--- src/hw/ace_cfg_pkg.sv ---
package ace_cfg_pkg;

    // Downstream port count and index width
    localparam int unsigned NoMstPorts   = 4;
    localparam int unsigned PortIdxWidth = $clog2(NoMstPorts);

    // Depth of each ack tracker and outstanding limit per direction
    localparam int unsigned MaxTrans     = 4;

    localparam int unsigned AddrWidth    = 32;
    localparam int unsigned DataWidth    = 32;

    typedef logic [PortIdxWidth-1:0] port_idx_t;

endpackage
--- src/hw/ace_chan_pkg.sv ---
package ace_chan_pkg;

    import ace_cfg_pkg::*;

    // Write address and data as one single-beat channel
    typedef struct packed {
        logic [AddrWidth-1:0] addr;
        logic [DataWidth-1:0] data;
    } wr_chan_t;

    typedef struct packed {
        logic [AddrWidth-1:0] addr;
    } ar_chan_t;

    typedef struct packed {
        logic [1:0] resp;
    } b_chan_t;

    typedef struct packed {
        logic [DataWidth-1:0] data;
        logic [1:0]           resp;
        logic                 last;
    } r_chan_t;

    typedef struct packed {
        logic     wr_valid;
        wr_chan_t wr;
        logic     ar_valid;
        ar_chan_t ar;
        logic     b_ready;
        logic     r_ready;
        logic     wack;
        logic     rack;
    } slv_req_t;

    typedef struct packed {
        logic      wr_ready;
        logic      ar_ready;
        logic      b_valid;
        b_chan_t   b;
        logic      r_valid;
        r_chan_t   r;
    } slv_resp_t;

    // Downstream bundles carry the same fields as the upstream ones
    typedef slv_req_t  mst_req_t;
    typedef slv_resp_t mst_resp_t;

endpackage

--- src/hw/ace_demux.sv ---
`timescale 1ns/10ps

module ace_demux (
    input  logic                                                clk_i,
    input  logic                                                rst_n_i,
    input  ace_chan_pkg::slv_req_t                              slv_req_i,
    input  ace_cfg_pkg::port_idx_t                              slv_wr_select_i,
    input  ace_cfg_pkg::port_idx_t                              slv_ar_select_i,
    output ace_chan_pkg::slv_resp_t                             slv_resp_o,
    output ace_chan_pkg::mst_req_t  [ace_cfg_pkg::NoMstPorts-1:0] mst_reqs_o,
    input  ace_chan_pkg::mst_resp_t [ace_cfg_pkg::NoMstPorts-1:0] mst_resps_i
);

    import ace_cfg_pkg::*;
    import ace_chan_pkg::*;

    logic    [NoMstPorts-1:0] mst_wr_valid;
    logic    [NoMstPorts-1:0] mst_ar_valid;
    logic    [NoMstPorts-1:0] mst_wr_ready;
    logic    [NoMstPorts-1:0] mst_ar_ready;
    logic                     wr_ready;
    logic                     ar_ready;

    logic    [NoMstPorts-1:0] b_valid_in;
    logic    [NoMstPorts-1:0] r_valid_in;
    b_chan_t [NoMstPorts-1:0] b_in;
    r_chan_t [NoMstPorts-1:0] r_in;
    logic    [NoMstPorts-1:0] b_ready_out;
    logic    [NoMstPorts-1:0] r_ready_out;

    logic                     b_valid_arb;
    logic                     r_valid_arb;
    b_chan_t                  b_arb;
    r_chan_t                  r_arb;
    logic                     b_ready_arb;
    logic                     r_ready_arb;
    port_idx_t                b_idx;
    port_idx_t                r_idx;

    logic                     b_full;
    logic                     r_full;
    logic                     b_done;
    logic                     r_done;
    logic    [NoMstPorts-1:0] wack;
    logic    [NoMstPorts-1:0] rack;

    for (genvar i = 0; i < NoMstPorts; i++) begin : g_resp_in
        assign mst_wr_ready[i] = mst_resps_i[i].wr_ready;
        assign mst_ar_ready[i] = mst_resps_i[i].ar_ready;
        assign b_valid_in[i]   = mst_resps_i[i].b_valid;
        assign b_in[i]         = mst_resps_i[i].b;
        assign r_valid_in[i]   = mst_resps_i[i].r_valid;
        assign r_in[i]         = mst_resps_i[i].r;
    end

    ace_req_router u_req_router (
        .clk_i          (clk_i),
        .rst_n_i        (rst_n_i),
        .wr_valid_i     (slv_req_i.wr_valid),
        .wr_select_i    (slv_wr_select_i),
        .ar_valid_i     (slv_req_i.ar_valid),
        .ar_select_i    (slv_ar_select_i),
        .wr_ready_o     (wr_ready),
        .ar_ready_o     (ar_ready),
        .mst_wr_valid_o (mst_wr_valid),
        .mst_ar_valid_o (mst_ar_valid),
        .mst_wr_ready_i (mst_wr_ready),
        .mst_ar_ready_i (mst_ar_ready),
        .b_done_i       (b_done),
        .r_done_i       (r_done)
    );

    // A full tracker holds back its response channel
    assign b_ready_arb = slv_req_i.b_ready & ~b_full;
    assign r_ready_arb = slv_req_i.r_ready & ~r_full;

    ace_resp_arbiter #(
        .DataWidth_t (b_chan_t)
    ) u_b_arbiter (
        .clk_i       (clk_i),
        .rst_n_i     (rst_n_i),
        .valid_i     (b_valid_in),
        .data_i      (b_in),
        .ready_o     (b_ready_out),
        .valid_o     (b_valid_arb),
        .data_o      (b_arb),
        .ready_i     (b_ready_arb),
        .grant_idx_o (b_idx)
    );

    ace_resp_arbiter #(
        .DataWidth_t (r_chan_t)
    ) u_r_arbiter (
        .clk_i       (clk_i),
        .rst_n_i     (rst_n_i),
        .valid_i     (r_valid_in),
        .data_i      (r_in),
        .ready_o     (r_ready_out),
        .valid_o     (r_valid_arb),
        .data_o      (r_arb),
        .ready_i     (r_ready_arb),
        .grant_idx_o (r_idx)
    );

    // Upstream handshakes retire router entries and feed the trackers
    assign b_done = b_valid_arb & b_ready_arb;
    assign r_done = r_valid_arb & r_ready_arb & r_arb.last;

    ace_ack_tracker u_b_tracker (
        .clk_i   (clk_i),
        .rst_n_i (rst_n_i),
        .push_i  (b_done),
        .idx_i   (b_idx),
        .ack_i   (slv_req_i.wack),
        .full_o  (b_full),
        .ack_o   (wack)
    );

    ace_ack_tracker u_r_tracker (
        .clk_i   (clk_i),
        .rst_n_i (rst_n_i),
        .push_i  (r_done),
        .idx_i   (r_idx),
        .ack_i   (slv_req_i.rack),
        .full_o  (r_full),
        .ack_o   (rack)
    );

    always_comb begin
        slv_resp_o.wr_ready = wr_ready;
        slv_resp_o.ar_ready = ar_ready;
        slv_resp_o.b_valid  = b_valid_arb & ~b_full;
        slv_resp_o.b        = b_arb;
        slv_resp_o.r_valid  = r_valid_arb & ~r_full;
        slv_resp_o.r        = r_arb;
    end

    // Payloads go to every port and only valid qualifies them
    always_comb begin
        for (int unsigned i = 0; i < NoMstPorts; i++) begin
            mst_reqs_o[i].wr_valid = mst_wr_valid[i];
            mst_reqs_o[i].wr       = slv_req_i.wr;
            mst_reqs_o[i].ar_valid = mst_ar_valid[i];
            mst_reqs_o[i].ar       = slv_req_i.ar;
            mst_reqs_o[i].b_ready  = b_ready_out[i];
            mst_reqs_o[i].r_ready  = r_ready_out[i];
            mst_reqs_o[i].wack     = wack[i];
            mst_reqs_o[i].rack     = rack[i];
        end
    end

endmodule

--- src/hw/ace_ack_tracker.sv ---
`timescale 1ns/10ps

module ace_ack_tracker (
    input  logic                                clk_i,
    input  logic                                rst_n_i,
    input  logic                                push_i,
    input  ace_cfg_pkg::port_idx_t              idx_i,
    input  logic                                ack_i,
    output logic                                full_o,
    output logic [ace_cfg_pkg::NoMstPorts-1:0]  ack_o
);

    import ace_cfg_pkg::*;

    typedef logic [$clog2(MaxTrans+1)-1:0] cnt_t;

    port_idx_t                     mem_q [MaxTrans];
    logic [$clog2(MaxTrans)-1:0]   wr_ptr_q;
    logic [$clog2(MaxTrans)-1:0]   rd_ptr_q;
    cnt_t                          cnt_q;
    logic                          empty;
    logic                          pop;

    assign full_o = (cnt_q == cnt_t'(MaxTrans));
    assign empty  = (cnt_q == '0);
    assign pop    = ack_i & ~empty;

    // Steer the ack to the port of the oldest response
    always_comb begin
        ack_o                  = '0;
        ack_o[mem_q[rd_ptr_q]] = pop;
    end

    always_ff @(posedge clk_i) begin
        if (push_i) begin
            mem_q[wr_ptr_q] <= idx_i;
        end
    end

    always_ff @(posedge clk_i or negedge rst_n_i) begin
        if (!rst_n_i) begin
            wr_ptr_q <= '0;
            rd_ptr_q <= '0;
            cnt_q    <= '0;
        end else begin
            if (push_i) begin
                wr_ptr_q <= wr_ptr_q + 1'b1;
            end
            if (pop) begin
                rd_ptr_q <= rd_ptr_q + 1'b1;
            end
            if (push_i && !pop) begin
                cnt_q <= cnt_q + 1'b1;
            end else if (!push_i && pop) begin
                cnt_q <= cnt_q - 1'b1;
            end
        end
    end

    a_no_push_full: assert property (@(posedge clk_i) disable iff (!rst_n_i)
        push_i |-> !full_o);
    a_no_ack_empty: assert property (@(posedge clk_i) disable iff (!rst_n_i)
        ack_i |-> !empty);

endmodule

--- src/hw/ace_resp_arbiter.sv ---
`timescale 1ns/10ps

module ace_resp_arbiter #(
    parameter type DataWidth_t = logic
) (
    input  logic                                    clk_i,
    input  logic                                    rst_n_i,
    input  logic       [ace_cfg_pkg::NoMstPorts-1:0] valid_i,
    input  DataWidth_t [ace_cfg_pkg::NoMstPorts-1:0] data_i,
    output logic       [ace_cfg_pkg::NoMstPorts-1:0] ready_o,
    output logic                                    valid_o,
    output DataWidth_t                              data_o,
    input  logic                                    ready_i,
    output ace_cfg_pkg::port_idx_t                  grant_idx_o
);

    import ace_cfg_pkg::*;

    port_idx_t ptr_q;
    port_idx_t lock_idx_q;
    logic      lock_q;
    port_idx_t rr_idx;
    port_idx_t grant_idx;

    // First requesting port at or after the pointer
    always_comb begin
        port_idx_t cand;
        logic      found;
        rr_idx = ptr_q;
        found  = 1'b0;
        for (int unsigned i = 0; i < NoMstPorts; i++) begin
            cand = ptr_q + port_idx_t'(i);
            if (!found && valid_i[cand]) begin
                rr_idx = cand;
                found  = 1'b1;
            end
        end
    end

    // A stalled grant stays put until its handshake
    assign grant_idx = lock_q ? lock_idx_q : rr_idx;

    assign valid_o     = valid_i[grant_idx];
    assign data_o      = data_i[grant_idx];
    assign grant_idx_o = grant_idx;

    always_comb begin
        ready_o            = '0;
        ready_o[grant_idx] = valid_o & ready_i;
    end

    always_ff @(posedge clk_i or negedge rst_n_i) begin
        if (!rst_n_i) begin
            ptr_q      <= '0;
            lock_q     <= 1'b0;
            lock_idx_q <= '0;
        end else begin
            if (valid_o && ready_i) begin
                ptr_q  <= grant_idx + 1'b1;
                lock_q <= 1'b0;
            end else if (valid_o) begin
                lock_q     <= 1'b1;
                lock_idx_q <= grant_idx;
            end
        end
    end

    // Relies on the master ports holding their responses
    a_stable_payload: assert property (@(posedge clk_i) disable iff (!rst_n_i)
        (valid_o && !ready_i) |=> (valid_o && $stable(data_o)));

    a_grant_held: assert property (@(posedge clk_i) disable iff (!rst_n_i)
        (valid_o && !ready_i) |=> $stable(grant_idx_o));

endmodule

--- src/hw/ace_req_router.sv ---
`timescale 1ns/10ps

module ace_req_router (
    input  logic                                clk_i,
    input  logic                                rst_n_i,
    input  logic                                wr_valid_i,
    input  ace_cfg_pkg::port_idx_t              wr_select_i,
    input  logic                                ar_valid_i,
    input  ace_cfg_pkg::port_idx_t              ar_select_i,
    output logic                                wr_ready_o,
    output logic                                ar_ready_o,
    output logic [ace_cfg_pkg::NoMstPorts-1:0]  mst_wr_valid_o,
    output logic [ace_cfg_pkg::NoMstPorts-1:0]  mst_ar_valid_o,
    input  logic [ace_cfg_pkg::NoMstPorts-1:0]  mst_wr_ready_i,
    input  logic [ace_cfg_pkg::NoMstPorts-1:0]  mst_ar_ready_i,
    input  logic                                b_done_i,
    input  logic                                r_done_i
);

    import ace_cfg_pkg::*;

    typedef logic [$clog2(MaxTrans+1)-1:0] cnt_t;

    // Direction 0 is write, direction 1 is read
    logic            [1:0]                 req_valid;
    port_idx_t       [1:0]                 req_sel;
    logic            [1:0]                 req_ready;
    logic            [1:0]                 done;
    logic            [1:0][NoMstPorts-1:0] mst_valid;
    logic            [1:0][NoMstPorts-1:0] mst_ready;

    assign req_valid = {ar_valid_i, wr_valid_i};
    assign req_sel   = {ar_select_i, wr_select_i};
    assign done      = {r_done_i, b_done_i};
    assign mst_ready = {mst_ar_ready_i, mst_wr_ready_i};

    for (genvar d = 0; d < 2; d++) begin : g_dir
        cnt_t      cnt_q;
        port_idx_t lock_q;
        logic      allow;
        logic      hs;

        // Outstanding traffic pins the direction to one port
        assign allow = (cnt_q == '0) ||
                       ((req_sel[d] == lock_q) && (cnt_q != cnt_t'(MaxTrans)));

        assign mst_valid[d] = (req_valid[d] && allow) ?
                              (NoMstPorts'(1) << req_sel[d]) : '0;
        assign req_ready[d] = allow & mst_ready[d][req_sel[d]];
        assign hs           = req_valid[d] & req_ready[d];

        always_ff @(posedge clk_i or negedge rst_n_i) begin
            if (!rst_n_i) begin
                cnt_q  <= '0;
                lock_q <= '0;
            end else begin
                if (hs && !done[d]) begin
                    cnt_q <= cnt_q + 1'b1;
                end else if (!hs && done[d]) begin
                    cnt_q <= cnt_q - 1'b1;
                end
                if (hs) begin
                    lock_q <= req_sel[d];
                end
            end
        end

        // Relies on the upstream port holding its request
        a_valid_held: assert property (@(posedge clk_i) disable iff (!rst_n_i)
            ((mst_valid[d] != '0) && !hs) |=> $stable(mst_valid[d]));
        a_no_underflow: assert property (@(posedge clk_i) disable iff (!rst_n_i)
            done[d] |-> (cnt_q != '0));
    end

    assign wr_ready_o     = req_ready[0];
    assign ar_ready_o     = req_ready[1];
    assign mst_wr_valid_o = mst_valid[0];
    assign mst_ar_valid_o = mst_valid[1];

endmodule

--- config.mk ---
export PLATFORM = sky130hd
export DESIGN_NAME = ace_demux
export DESIGN_NICKNAME = d
export VERILOG_FILES = /design/src/hw/ace_cfg_pkg.sv /design/src/hw/ace_chan_pkg.sv /design/src/hw/ace_demux.sv /design/src/hw/ace_ack_tracker.sv /design/src/hw/ace_resp_arbiter.sv /design/src/hw/ace_req_router.sv
export SDC_FILE = /design/constraint.sdc
export NUM_CORES = 1
export LEC_CHECK = 0
export ABC_AREA = 1
export ABC_CLOCK_PERIOD_IN_PS = 3000
export BUFFER_PORTS_ARGS = -buffer_cell sky130_fd_sc_hd__buf_2
export CORE_AREA = 5 5 281 283
export CTS_CLUSTER_DIAMETER = 40
export CTS_CLUSTER_SIZE = 20
export DETAILED_ROUTE_END_ITERATION = 16
export DIE_AREA = 0 0 286 288
export PLACE_DENSITY = 0.3
export SYNTH_ARGS = -nofsm -noshare
export SYNTH_HDL_FRONTEND = slang
export SYNTH_SLANG_ARGS = --single-unit
--- constraint.sdc ---
create_clock -name clk_i -period 3 [get_ports clk_i]
set_input_delay 0.6 -clock clk_i [delete_from_list [all_inputs] [get_ports clk_i]]
set_output_delay 0.6 -clock clk_i [all_outputs]
set_load 0.03 [all_outputs]
==> key figures, run 1 <==
Yosys
  – Post-Synth Adder-Cell Area: under 10%
  – Post-synthesis compound-gate area fraction: a little under an eighth
  – Number of synthesis warnings: 0
  – Xor and xnor area share after synthesis: 1.41%
  – Register bit count reported by yosys: 50
  – Post-synthesis net count: 1344
  – Share of synthesized area spent on multiplexers: 0.610%
  – Sequential fraction of the synthesis area: 18.0%
  – Count of different cell masters after synthesis: 38
  – Mean instance size in the synthesized netlist: 7.05 um^2
  – Cell area after synthesis: 7390 um^2
  – Synthesized instance count: 1048
  – Fraction of the mapped netlist area in simple logic gates: 19.5%
  – Combinational family with the most area after synthesis: buffers and inverters

GRT
  – First-pass GRT wire length: about 56000 um
  – Number of global-route vias before repair: 6683
  – Antenna violations before repair: 19
  – GRT overflow: 0
  – Pin count of the biggest net entering global routing: 35
  – Global-route total usage across every layer: 9.90%

Route
  – Vias after detailed routing: between 6000 and 7000
  – DRT iter0 DRCs: 270
  – Average routed wire per standard cell: 22.3 um
  – Routed via count divided by cell count: about 3.2
  – Number of antenna-violating nets in the routed design: 0
  – Number of detailed-route iterations in the first pass: 4
  – Final wirelength: roughly 45000 um
  – Count of unresolved DRC violations after routing: 0

Floorplan
  – Die H: roughly 290 um
  – Initial core utilization: 9.66%
  – Number of ports placed on the die boundary: 721
  – Width of the die: 286 um
  – Placement Rows: 102
  – Std-Cell Core Area: roughly 76000 um^2
  – DIE AREA: ~82000 um^2

CTS
  – Maximum buffer depth of the clock tree: 2
  – Total clock buffers created by CTS: 5
  – H-tree levels: 2
  – CTS tree: built
  – Buffer type at the clock tree root: sky130_fd_sc_hd__clkbuf_16
  – Number of buffers inserted by hold repair at cts: 0
  – Clock slew at reported path FFs: 0.08 ns
  – Insertion delay of the later-clocked pin in the worst-skew pair: 0.31 ns
  – Count of clock tree sinks: 50

Timing
  – Worst hold margin: about 0.43 ns
  – Final hold viol count: 0
  – Unrepaired setup endpoints after global routing: true
  – Total negative slack for setup checks: -14.47 ns
  – Final critical-path required period: 3.40 ns
  – Final number of max-transition violations: 0
  – Number of setup violations in the final report: 53
  – Worst Setup Slack, final: -0.399 ns
  – Slew at the pin closest to its max-slew limit: 0.937 ns
  – Relative slew slack: about 38%
  – Portion of the clock cycle consumed by the worst path in the final layout: 113%
  – Maximum achievable frequency: 0.294 GHz
  – Worst clock skew: 0.00564 ns

Final layout
  – Area added between synthesis and finish: 31.6%
  – Utilization after layout: about an eighth
  – Final instance count without filler cells: 2006
  – Final net count: 1309
  – Layout cell share with drive strength beyond 1: 55.4%
  – Cell area after layout: 9720 um^2

Power
  – Worst supply voltage drop on vdd: between 0.0008 and 0.0009 V
  – Total power per unit cell area: roughly 1900 nW/um^2
  – Leakage power of the design: 4.23 nW
  – Power consumption: 18.1 mW

Critical path
  – Critical Setup Path Class: register to output pin
  – Type of destination of the critical path: output pin
  – Max Fanout on Critical Path: 19
  – Sort of element at the start of the critical path: register
  – Arrival time at the worst endpoint: 2.80 ns
  – Required time of the worst setup path: 2.40 ns

Place
  – Post-detailed-placement cell area: 7750 um^2
  – Placed wire-length estimate: 35200 um
  – Port-buffer cells: 240
  – Routability Congestion: 0.792
  – Cells after DPL: 1945
  – DP Worst Slack: -0.735 ns

Outcome
  – Outcome: complete, but fails checks
  – Violations in the final reports: negative setup slack

Flow run
  – Max-cap violations: 0

Hold path
  – Worst hold path type: primary input to asynchronous set/reset pin
-- layer usage --
layer / vias to the layer above / track usage [%] / part of all wire [%]
li1: 2914 / - / -
met1: 2834 / 10.3 / 35
met2: 637 / 15.7 / 45
met3: 81 / 7.05 / 15
met4: 8 / 3.41 / 4.3
met5: - / 0.476 / 0.21
-- critical path: stages, from the launching register on --
cell                      delay (ns)
sky130_fd_sc_hd__dfrtp_2        0.46
sky130_fd_sc_hd__buf_2          0.20
sky130_fd_sc_hd__nand2_1        0.09
sky130_fd_sc_hd__nand2_2        0.10
sky130_fd_sc_hd__nand2_2        0.05
sky130_fd_sc_hd__nand2_2        0.08
sky130_fd_sc_hd__nand2_2        0.05
sky130_fd_sc_hd__nor2_2         0.12
sky130_fd_sc_hd__nand2_1        0.06
sky130_fd_sc_hd__nand2_1        0.08
sky130_fd_sc_hd__nand2_2        0.10
sky130_fd_sc_hd__nand2_8        0.14
sky130_fd_sc_hd__buf_4          0.13
sky130_fd_sc_hd__buf_12         0.19
sky130_fd_sc_hd__nor2_1         0.09
sky130_fd_sc_hd__o22ai_2        0.25
sky130_fd_sc_hd__buf_6          0.15
sky130_fd_sc_hd__buf_6          0.12
-- Yosys cell counts, drive strengths merged --
master  count  share of area (%)
or2         2               0.17
mux2        4               0.61
ha         20                3.4
nor2      106                6.2
xnor2       6               0.71
o21ai      94                6.4
nand3      47                3.5
xor2        5               0.69
nand2     159                8.7
o21a        2               0.20
o32ai       2               0.24
o31ai       2               0.20
inv        67                3.4
a21oi       9               0.61
edfxtp     16                6.5
nand4       3               0.25
dfrtp      34                 12
clkinv      1               0.12
and2        2               0.17
buf       400                 41
nor3        9               0.61
fa          4                1.1
o22ai      38                3.2
a31oi       2               0.17
a32oi       2               0.24
clkbuf     12               0.61
-- cell usage in the layout (no fill, tap or decap), types with 6 or more instances in the layout --
cell	n
sky130_fd_sc_hd__buf_2	194
sky130_fd_sc_hd__nand2_1	125
sky130_fd_sc_hd__buf_4	89
sky130_fd_sc_hd__nor2_1	84
sky130_fd_sc_hd__inv_1	50
sky130_fd_sc_hd__nand3_1	35
sky130_fd_sc_hd__o21ai_2	35
sky130_fd_sc_hd__buf_6	35
sky130_fd_sc_hd__dfrtp_1	31
sky130_fd_sc_hd__o21ai_1	30
sky130_fd_sc_hd__buf_12	29
sky130_fd_sc_hd__nand2_2	25
sky130_fd_sc_hd__o22ai_2	24
sky130_fd_sc_hd__o21ai_0	19
sky130_fd_sc_hd__edfxtp_1	16
sky130_fd_sc_hd__ha_1	14
sky130_fd_sc_hd__nor2_4	13
sky130_fd_sc_hd__o22ai_1	12
sky130_fd_sc_hd__clkbuf_16	12
sky130_fd_sc_hd__inv_2	11
sky130_fd_sc_hd__o21ai_4	10
sky130_fd_sc_hd__buf_16	10
sky130_fd_sc_hd__nand3_2	9
sky130_fd_sc_hd__nor2_2	9
sky130_fd_sc_hd__nor3_1	9
sky130_fd_sc_hd__nand2_4	6
-- report_power, final --
part	leakage (nW)	internal, mW	switching, mW
sequential	0.549	1.07	0.278
combinational	3.60	7.10	8.99
clock	0.0759	0.319	0.305
total	4.23	8.50	9.57
-- final cells by class --
cell class	count	area, um^2
fillers	8848	66700
multi-input cells	518	3540
repair buffers	369	3140
flip-flops and latches	50	1340
well taps	988	1240
inverters	68	294
clock buffers	5	125
clock inverters	3	28.8
diodes	4	10.0
repair inverters	1	7.51
-- timing repair --
| item | CTS | global route |
|---|---|---|
| cloned | 11 | 7 |
| endpoints found under the setup margin | 54 | 55 |
| gates resized for setup | 187 | 161 |
| buffers inserted | 19 | 15 |
| endpoints found under the hold margin | 0 | 0 |
| pin swaps | 21 | 43 |
-- cells by family after synthesis --
group / Yosys count
muxes: 4
buffers and inverters: 480
adders and majority gates: 24
DFF: 50
xor gates and xnor gates: 11
AOI/OAI and AO/OA: 151
and+or+nand+nor: 328
-- sequential cells by signal, summed over array words and instances, names as in the netlist, 3 cells and up --
register / count
u_r_tracker.cnt_q: 3
u_req_router.g_dir.lock_q: 4
u_b_tracker.cnt_q: 3
u_b_tracker.mem_q: 8
u_r_tracker.mem_q: 8
u_req_router.g_dir.cnt_q: 6
-- worst paths after layout --
check | from | to | slack [ns] | depth (start not counted)
worst max-delay path | u_r_arbiter.ptr_q[0] | slv_resp_o[8] | -0.40 | 17
worst min-delay path | rst_n_i | u_b_tracker.cnt_q[2] | 0.43 | 1
worst max register to register | u_r_arbiter.ptr_q[0] | u_r_tracker.cnt_q[2] | -0.25 | 22
worst min register to register | u_b_arbiter.lock_idx_q[0] | u_b_arbiter.lock_idx_q[0] | 0.48 | 2
max in group asynchronous | rst_n_i | u_r_arbiter.ptr_q[0] | 1.93 | 1
min in group clk_i | u_b_arbiter.lock_idx_q[0] | u_b_arbiter.lock_idx_q[0] | 0.48 | 2
Note: power is estimated with default switching activity, not from simulation.
==> run 2, diff against run 1 <==
Settings changed: CELL_PAD_IN_SITES_DETAIL_PLACEMENT from default to 1, CELL_PAD_IN_SITES_GLOBAL_PLACEMENT from default to 2, CORE_AREA 5 5 281 283 to 2 2 285 287, DIE_AREA 0 0 286 288 to 0 0 287 289, GPL_ROUTABILITY_DRIVEN from default to 0, PLACE_DENSITY 0.3 to 0.51.
==> run 2 against run 1 <==
  * Power grew 2.5%
  * Final area increased by 4.8%
  * Cell count rose by 3.7%
  * Die area up 0.70%
  * The run still ends with negative setup slack left
  * Clock-buffer cell count is 1 higher
==> key figures, run 2 (synthesis gave the netlist of run 1 again) <==
Outcome
  – Outcome: complete, but fails checks
  – Violations in the final reports: negative setup slack

Critical path
  – Sort of element at the start of the critical path: register
  – Critical Setup Path Class: register to output pin
  – Required time of the worst setup path: 2.40 ns (about the same)
  – Max Fanout on Critical Path: 9 (-10)
  – Arrival time at the worst endpoint: 2.73 ns (-0.07 ns)
  – Type of destination of the critical path: output pin

Final layout
  – Largest registers: u_b_tracker.mem_q: 8 flops, u_r_tracker.mem_q: 8 flops, u_req_router.g_dir.cnt_q: 6 flops
  – Final net count: 1313 (+0.31%)
  – Register cell area after layout: 1340 um^2 (about the same)
  – Leading cell type in the layout, fill and taps excluded: sky130_fd_sc_hd__buf_2
  – Area added between synthesis and finish: 37.8%
  – Layout cell share with drive strength beyond 1: 60.2% (+4.8 points)
  – Number of filler instances in the final layout: 9600 (+8.5%)
  – Multi-input logic area: 3910 um^2 (+10%)
  – Utilization after layout: 12.7% (+0.029 points)
  – Highest-count cells in the layout ignoring fill and taps: sky130_fd_sc_hd__buf_2 (193), sky130_fd_sc_hd__nand2_1 (113), sky130_fd_sc_hd__buf_4 (87), sky130_fd_sc_hd__nor2_1 (59), sky130_fd_sc_hd__inv_1 (50)

Timing
  – Relative slew slack: 37.6% (+0.093 points)
  – Slew at the pin closest to its max-slew limit: 0.935 ns (-0.00140 ns)
  – Final critical-path required period: 3.33 ns (-0.0641 ns)
  – Portion of the clock cycle consumed by the worst path in the final layout: 111% (-2.1 points)
  – Number of setup violations in the final report: 54 (+1.9%)
  – Unrepaired setup endpoints after global routing: true
  – Final hold viol count: 0 (unchanged)
  – Worst Setup Slack, final: -0.335 ns (+0.0641 ns)
  – Worst clock skew: 0.00382 ns (-0.00182 ns)
  – Maximum achievable frequency: 0.300 GHz (+1.9%)
  – Final number of max-transition violations: 0 (unchanged)

CTS
  – Total clock buffers created by CTS: 5 (unchanged)
  – Clock slew at reported path FFs: 0.07 ns (about the same)
  – Buffer type at the clock tree root: sky130_fd_sc_hd__clkbuf_16
  – Count of clock tree sinks: 50 (unchanged)
  – Insertion delay of the later-clocked pin in the worst-skew pair: 0.30 ns (about the same)
  – Maximum buffer depth of the clock tree: 2 (unchanged)
  – H-tree levels: 2 (unchanged)
  – CTS tree: built
  – Number of buffers inserted by hold repair at cts: 0 (unchanged)

Flow run
  – Max-cap violations: 0 (unchanged)

Route
  – Average routed wire per standard cell: 18.7 um (-16%)
  – Routed via count divided by cell count: 3.14 (-2.7%)
  – Vias after detailed routing: 6531 (+0.88%)
  – DRT iter0 DRCs: 184 (-32%)
  – Number of antenna-violating nets in the routed design: 0 (unchanged)
  – Count of unresolved DRC violations after routing: 0 (unchanged)
  – Final wirelength: 38900 um (-13%)
  – Number of detailed-route iterations in the first pass: 5 (+1)

Floorplan
  – Width of the die: 287 um (+0.35%)
  – Initial core utilization: 9.24% (-0.42 points)
  – Placement Rows: 104 (+2.0%)
  – DIE AREA: 82900 um^2 (+0.70%)
  – Number of ports placed on the die boundary: 721 (unchanged)
  – Std-Cell Core Area: 79900 um^2 (+4.5%)
  – Die H: 289 um (+0.35%)

Place
  – Port-buffer cells: 240 (unchanged)
  – Placed wire-length estimate: 32500 um (-7.6%)

Power
  – Power consumption: 18.5 mW (+2.5%)
  – Leakage power of the design: 4.28 nW (+1.3%)
  – Total power per unit cell area: 1820 nW/um^2 (-2.1%)
  – Worst supply voltage drop on vdd: 0.000994 V (+14%)

GRT
  – Pin count of the biggest net entering global routing: 35 (unchanged)
  – Antenna violations before repair: 5 (-14)
  – First-pass GRT wire length: 51400 um (-8.9%)
  – Number of global-route vias before repair: 7079 (+5.9%)
  – Global-route total usage across every layer: 8.79% (-1.1 points)
  – GRT overflow: 0 (unchanged)

Hold path
  – Worst hold path type: primary input to asynchronous set/reset pin
==> run 2: cell types whose count changed in the layout (fill, tap and decap cells not counted), sizes merged <==
| cell | delta |
|---|---|
| buf | +8 |
| clkbuf | -3 |
| inv | -3 |
| clkinv | +2 |
| diode | -2 |
| bufbuf | +1 |
| clkinvlp | -1 |
==> run 2: metal layers <==
metal / part of all wire (%) / track usage, %
met1: 31 / 7.61
met2: 49 / 15.2
met3: 15 / 6.21
met4: 5.6 / 4.19
met5: 0.29 / 0.739
==> run 2: through the flow <==
step	instance area, um^2	hold WS (ns)	std cells	setup WS (ns)	setup TNS, ns
final	10200	0.428	2080	-0.335	-10.73
after global routing	10200	0.500	2080	-0.481	-21.03
after CTS	9410	0.477	2068	-0.366	-12.92
after detailed placement	7930	0.470	2031	-0.821	-19.33
after global placement	7930	0.465	2031	-0.855	-19.11
after floorplan	7420	0.304	1048	0.00243	0
==> run 2: worst paths after layout <==
| check | from | to | slack [ns] | depth (start not counted) |
|---|---|---|---|---|
| setup / recovery | u_r_arbiter.ptr_q[0] | slv_resp_o[24] | -0.33 | 16 |
| hold / removal | rst_n_i | u_b_arbiter.ptr_q[0] | 0.43 | 1 |
| setup reg to reg | u_r_arbiter.ptr_q[0] | u_r_tracker.cnt_q[1] | -0.15 | 21 |
| hold reg to reg | u_b_arbiter.lock_idx_q[0] | u_b_arbiter.lock_idx_q[0] | 0.48 | 2 |
| max in group asynchronous | rst_n_i | u_r_arbiter.ptr_q[0] | 1.91 | 1 |
| min in group clk_i | u_b_arbiter.lock_idx_q[0] | u_b_arbiter.lock_idx_q[0] | 0.48 | 2 |
==> run 2: timing repair <==
| action | in CTS | in global routing |
|---|---|---|
| setup endpoints to repair | 55 | 55 |
| gates cloned | 7 | 3 |
| pin swaps | 52 | 58 |
| buffers inserted | 27 | 16 |
| resized for setup | 277 | 178 |
==> run 2: worst max-delay path, stage by stage (launching register included) <==
cell and delay (ns):
sky130_fd_sc_hd__dfrtp_2 0.45, sky130_fd_sc_hd__buf_8 0.16, sky130_fd_sc_hd__nand2_4 0.09, sky130_fd_sc_hd__nand3_4 0.08
sky130_fd_sc_hd__nand2_4 0.11, sky130_fd_sc_hd__nand3_2 0.11, sky130_fd_sc_hd__nand2_1 0.10, sky130_fd_sc_hd__nand2_1 0.05
sky130_fd_sc_hd__nand2_1 0.08, sky130_fd_sc_hd__nand2_2 0.07, sky130_fd_sc_hd__nand2_4 0.13, sky130_fd_sc_hd__buf_12 0.17
sky130_fd_sc_hd__buf_12 0.15, sky130_fd_sc_hd__o21ai_0 0.11, sky130_fd_sc_hd__o22ai_2 0.25, sky130_fd_sc_hd__buf_4 0.15
sky130_fd_sc_hd__buf_4 0.15
==> run 2: where the power goes <==
group / leakage, nW / switching [mW] / total (mW) / internal (mW)
clock: 0.0729 / 0.272 / 0.603 / 0.331
sequential: 0.548 / 0.290 / 1.37 / 1.08
combinational: 3.66 / 9.13 / 16.5 / 7.42
total: 4.28 / 9.69 / 18.5 / 8.83
==> run 2: cell type report <==
class                      count  share of cell area (%)
multi-input combinational    518                    38.4
timing repair buffer         374                    30.9
sequential                    50                    13.1
tap                         1060                    13.0
inverter                      68                    3.05
clock buffer                   6                    1.36
clock inverter                 2                   0.123
antenna                        2                  0.0492
==> run 3, diff against run 2 <==
Settings changed: ABC_CLOCK_PERIOD_IN_PS 3000 to 3100, CORE_AREA 2 2 285 287 to 2 2 284 286, DIE_AREA 0 0 287 289 to 0 0 286 288, PLACE_DENSITY 0.51 to 0.5.
Clock period 3 ns to 3.1 ns, I/O delays scaled along.
==> run 3 against run 2 <==
  * The run still ends with negative setup slack left
  * Final area grew 1.8%
  * Utilization grew 0.27 points
  * First-iteration DRC count shrank 13%
  * Hold slack gained 0.020 ns
  * Die area shrank 0.69%
  * Clock-buffer cell count is the same
  * Sequential power shrank 5%
  * Via count grew 0.40%
  * Flip-flop and latch count is the same
  * Register-to-register slack is essentially flat
  * Critical path type unchanged
  * Critical endpoint is now slv_resp_o[14]
==> key figures, run 3 (synthesis gave the netlist of run 1 again) <==
Outcome
  – Outcome: complete, but fails checks
  – Violations in the final reports: negative setup slack

Route
  – Number of detailed-route iterations in the first pass: 4 (-1)
  – Vias after detailed routing: 6557 (+0.40%)
  – DRT iter0 DRCs: 160 (-13%)
  – Average routed wire per standard cell: 18.5 um (-1.3%)
  – Count of unresolved DRC violations after routing: 0 (unchanged)
  – Final wirelength: 38800 um (-0.23%)
  – Number of antenna-violating nets in the routed design: 0 (unchanged)
  – Routed via count divided by cell count: 3.12 (-0.70%)

Timing
  – Final critical-path required period: roughly 3.4 ns
  – Relative slew slack: 37.7% (+0.098 points)
  – Slew at the pin closest to its max-slew limit: 0.934 ns (-0.00148 ns)
  – Final number of max-transition violations: 0 (unchanged)
  – Final hold viol count: 0 (unchanged)
  – Worst Setup Slack, final: -0.323 ns (+0.0117 ns)
  – Number of setup violations in the final report: 52 (-3.7%)
  – Worst clock skew: 0.00424 ns (+0.000412 ns)
  – Unrepaired setup endpoints after global routing: true
  – Portion of the clock cycle consumed by the worst path in the final layout: 110%
  – Total negative slack for setup checks: -9.30 ns (+1.43 ns)
  – Maximum achievable frequency: approximately 0.29 GHz

CTS
  – Buffer type at the clock tree root: sky130_fd_sc_hd__clkbuf_16
  – Total clock buffers created by CTS: 5 (unchanged)
  – Maximum buffer depth of the clock tree: 2 (unchanged)
  – H-tree levels: 2 (unchanged)
  – Insertion delay of the later-clocked pin in the worst-skew pair: 0.30 ns (about the same)
  – Clock slew at reported path FFs: 0.07 ns (about the same)
  – Number of buffers inserted by hold repair at cts: 0 (unchanged)
  – Count of clock tree sinks: 50 (unchanged)
  – CTS tree: built

Critical path
  – Required time of the worst setup path: 2.48 ns (+0.08 ns)
  – CP Cell Sequence: clkinvlp_4 -> nand2_2 -> nand3_2 -> nand2_4 -> nand2_4 -> nor2_4 -> nand2_2 -> nand2_2 -> nand2_4 -> nand2_8 -> buf_12 -> buf_12 -> buf_8 -> buf_8 -> o21ai_2 -> o22ai_1 -> buf_4
  – Critical Path Max Stage Delay: 0.47 ns (+0.02 ns)
  – Sort of element at the start of the critical path: register
  – Arrival time at the worst endpoint: 2.80 ns (+0.07 ns)
  – Max Fanout on Critical Path: 7 (-2)
  – Critical-path top delay cell: sky130_fd_sc_hd__dfrtp_2
  – Critical Setup Path Class: register to output pin
  – Type of destination of the critical path: output pin

Final layout
  – Area added between synthesis and finish: 40.2%
  – Highest-count cells in the layout ignoring fill and taps: sky130_fd_sc_hd__buf_2 (193), sky130_fd_sc_hd__nand2_1 (119), sky130_fd_sc_hd__buf_4 (97), sky130_fd_sc_hd__buf_6 (58), sky130_fd_sc_hd__nor2_1 (54)
  – Largest registers: u_b_tracker.mem_q: 8 flops, u_r_tracker.mem_q: 8 flops, u_req_router.g_dir.cnt_q: 6 flops
  – Final instance count without filler cells: 2103 (+1.1%)
  – Leading cell type in the layout, fill and taps excluded: sky130_fd_sc_hd__buf_2
  – Layout cell share with drive strength beyond 1: 61.3% (+1.1 points)
  – Final net count: 1336 (+1.8%)

Floorplan
  – Die H: 288 um (-0.35%)
  – Width of the die: 286 um (-0.35%)
  – Number of ports placed on the die boundary: 721 (unchanged)
  – Initial core utilization: 9.27% (+0.030 points)
  – DIE AREA: 82400 um^2 (-0.69%)
  – Placement Rows: 104 (unchanged)
  – Std-Cell Core Area: 79600 um^2 (-0.33%)

Place
  – DP Worst Slack: -0.580 ns (+0.241 ns)
  – Port-buffer cells: 240 (unchanged)
  – Cells after DPL: 2051 (+0.98%)
  – Placed wire-length estimate: 32700 um (+0.83%)

GRT
  – First-pass GRT wire length: 52200 um (+1.7%)
  – Number of global-route vias before repair: 7184 (+1.5%)
  – Antenna violations before repair: 9 (+4)
  – Global-route total usage across every layer: 8.92% (+0.14 points)
  – GRT overflow: 0 (unchanged)
  – Pin count of the biggest net entering global routing: 35 (unchanged)

Flow run
  – Max-cap violations: 0 (unchanged)

Hold path
  – Worst hold path type: primary input to asynchronous set/reset pin

Power
  – Total power per unit cell area: 1750 nW/um^2 (-3.8%)
  – Leakage power of the design: 4.36 nW (+2.0%)
  – Power consumption: 18.1 mW (-2.1%)
  – Worst supply voltage drop on vdd: 0.000704 V (-29%)
run 3: changes by cell type in the layout (fill, tap and decap cells not counted), moves of 6 or more:
| cell | before | now |
|---|---|---|
| sky130_fd_sc_hd__buf_6 | 46 | 58 |
| sky130_fd_sc_hd__buf_8 | 6 | 18 |
| sky130_fd_sc_hd__o21ai_2 | 27 | 39 |
| sky130_fd_sc_hd__buf_4 | 87 | 97 |
| sky130_fd_sc_hd__nand2_2 | 34 | 25 |
| sky130_fd_sc_hd__nor2_4 | 21 | 30 |
| sky130_fd_sc_hd__buf_12 | 32 | 25 |
| sky130_fd_sc_hd__nand2_1 | 113 | 119 |
| sky130_fd_sc_hd__o21ai_1 | 28 | 22 |
run 3: cell type report:
| class | count | area [um^2] |
|---|---|---|
| inverter | 68 | 295 |
| antenna | 2 | 5.00 |
| multi-input combinational | 518 | 3980 |
| fill | 9546 | 69300 |
| clock inverter | 2 | 16.3 |
| tap | 1060 | 1330 |
| timing repair inverter | 1 | 7.51 |
| clock buffer | 6 | 139 |
| timing repair buffer | 396 | 3260 |
| sequential | 50 | 1330 |
run 3: what timing repair did:
item,4_1_cts,5_1_grt
endpoints found under the setup margin,55,63
resized for setup,359,143
pin swaps,67,53
buffers inserted,36,21
gates cloned,6,2
run 3: final timing paths:
kind / cells past startpoint / slack [ns] / startpoint / to
worst max-delay path: 17 / -0.32 / u_r_arbiter.ptr_q[0] / slv_resp_o[14]
worst min-delay path: 1 / 0.45 / rst_n_i / u_req_router.g_dir[1].lock_q[1]
worst max register to register: 20 / -0.14 / u_r_arbiter.ptr_q[0] / u_r_tracker.cnt_q[1]
worst min register to register: 2 / 0.48 / u_b_arbiter.lock_idx_q[1] / u_b_arbiter.lock_idx_q[1]
max in group asynchronous: 1 / 2.00 / rst_n_i / u_r_arbiter.ptr_q[0]
min in group clk_i: 2 / 0.48 / u_b_arbiter.lock_idx_q[1] / u_b_arbiter.lock_idx_q[1]
run 3: metrics by stage:
stage	util, %	hold WS, ns	cell area, um^2
after floorplan	-	0.324	7390
after global placement	10.1	0.465	8020
after detailed placement	10.1	0.469	8020
after CTS	12.2	0.485	9730
after global routing	13.0	0.509	10400
final	13.0	0.449	10400
run 3: power by group:
| part | leakage [nW] | internal (mW) | switching (mW) | total (mW) |
|---|---|---|---|---|
| clock | 0.0735 | 0.326 | 0.284 | 0.610 |
| combinational | 3.74 | 7.31 | 8.90 | 16.2 |
| sequential | 0.550 | 1.04 | 0.262 | 1.30 |
run 3: routing by layer:
metal / vias up / global-route usage [%] / wire length [um]
met5: - / 0.233 / 27
met4: 4 / 2.92 / 1280
met3: 40 / 4.54 / 4370
met2: 531 / 16.0 / 19600
met1: 3012 / 8.93 / 13600
li1: 2970 / - / -
run 3: worst max-delay path: cells and delay by family (launching register included):
kind                   cells  cell delay (ns)
AOI/OAI and AO/OA          2             0.22
buffers and inverters      6             0.93
DFF                        1             0.47
and+or+nand+nor            9             0.83
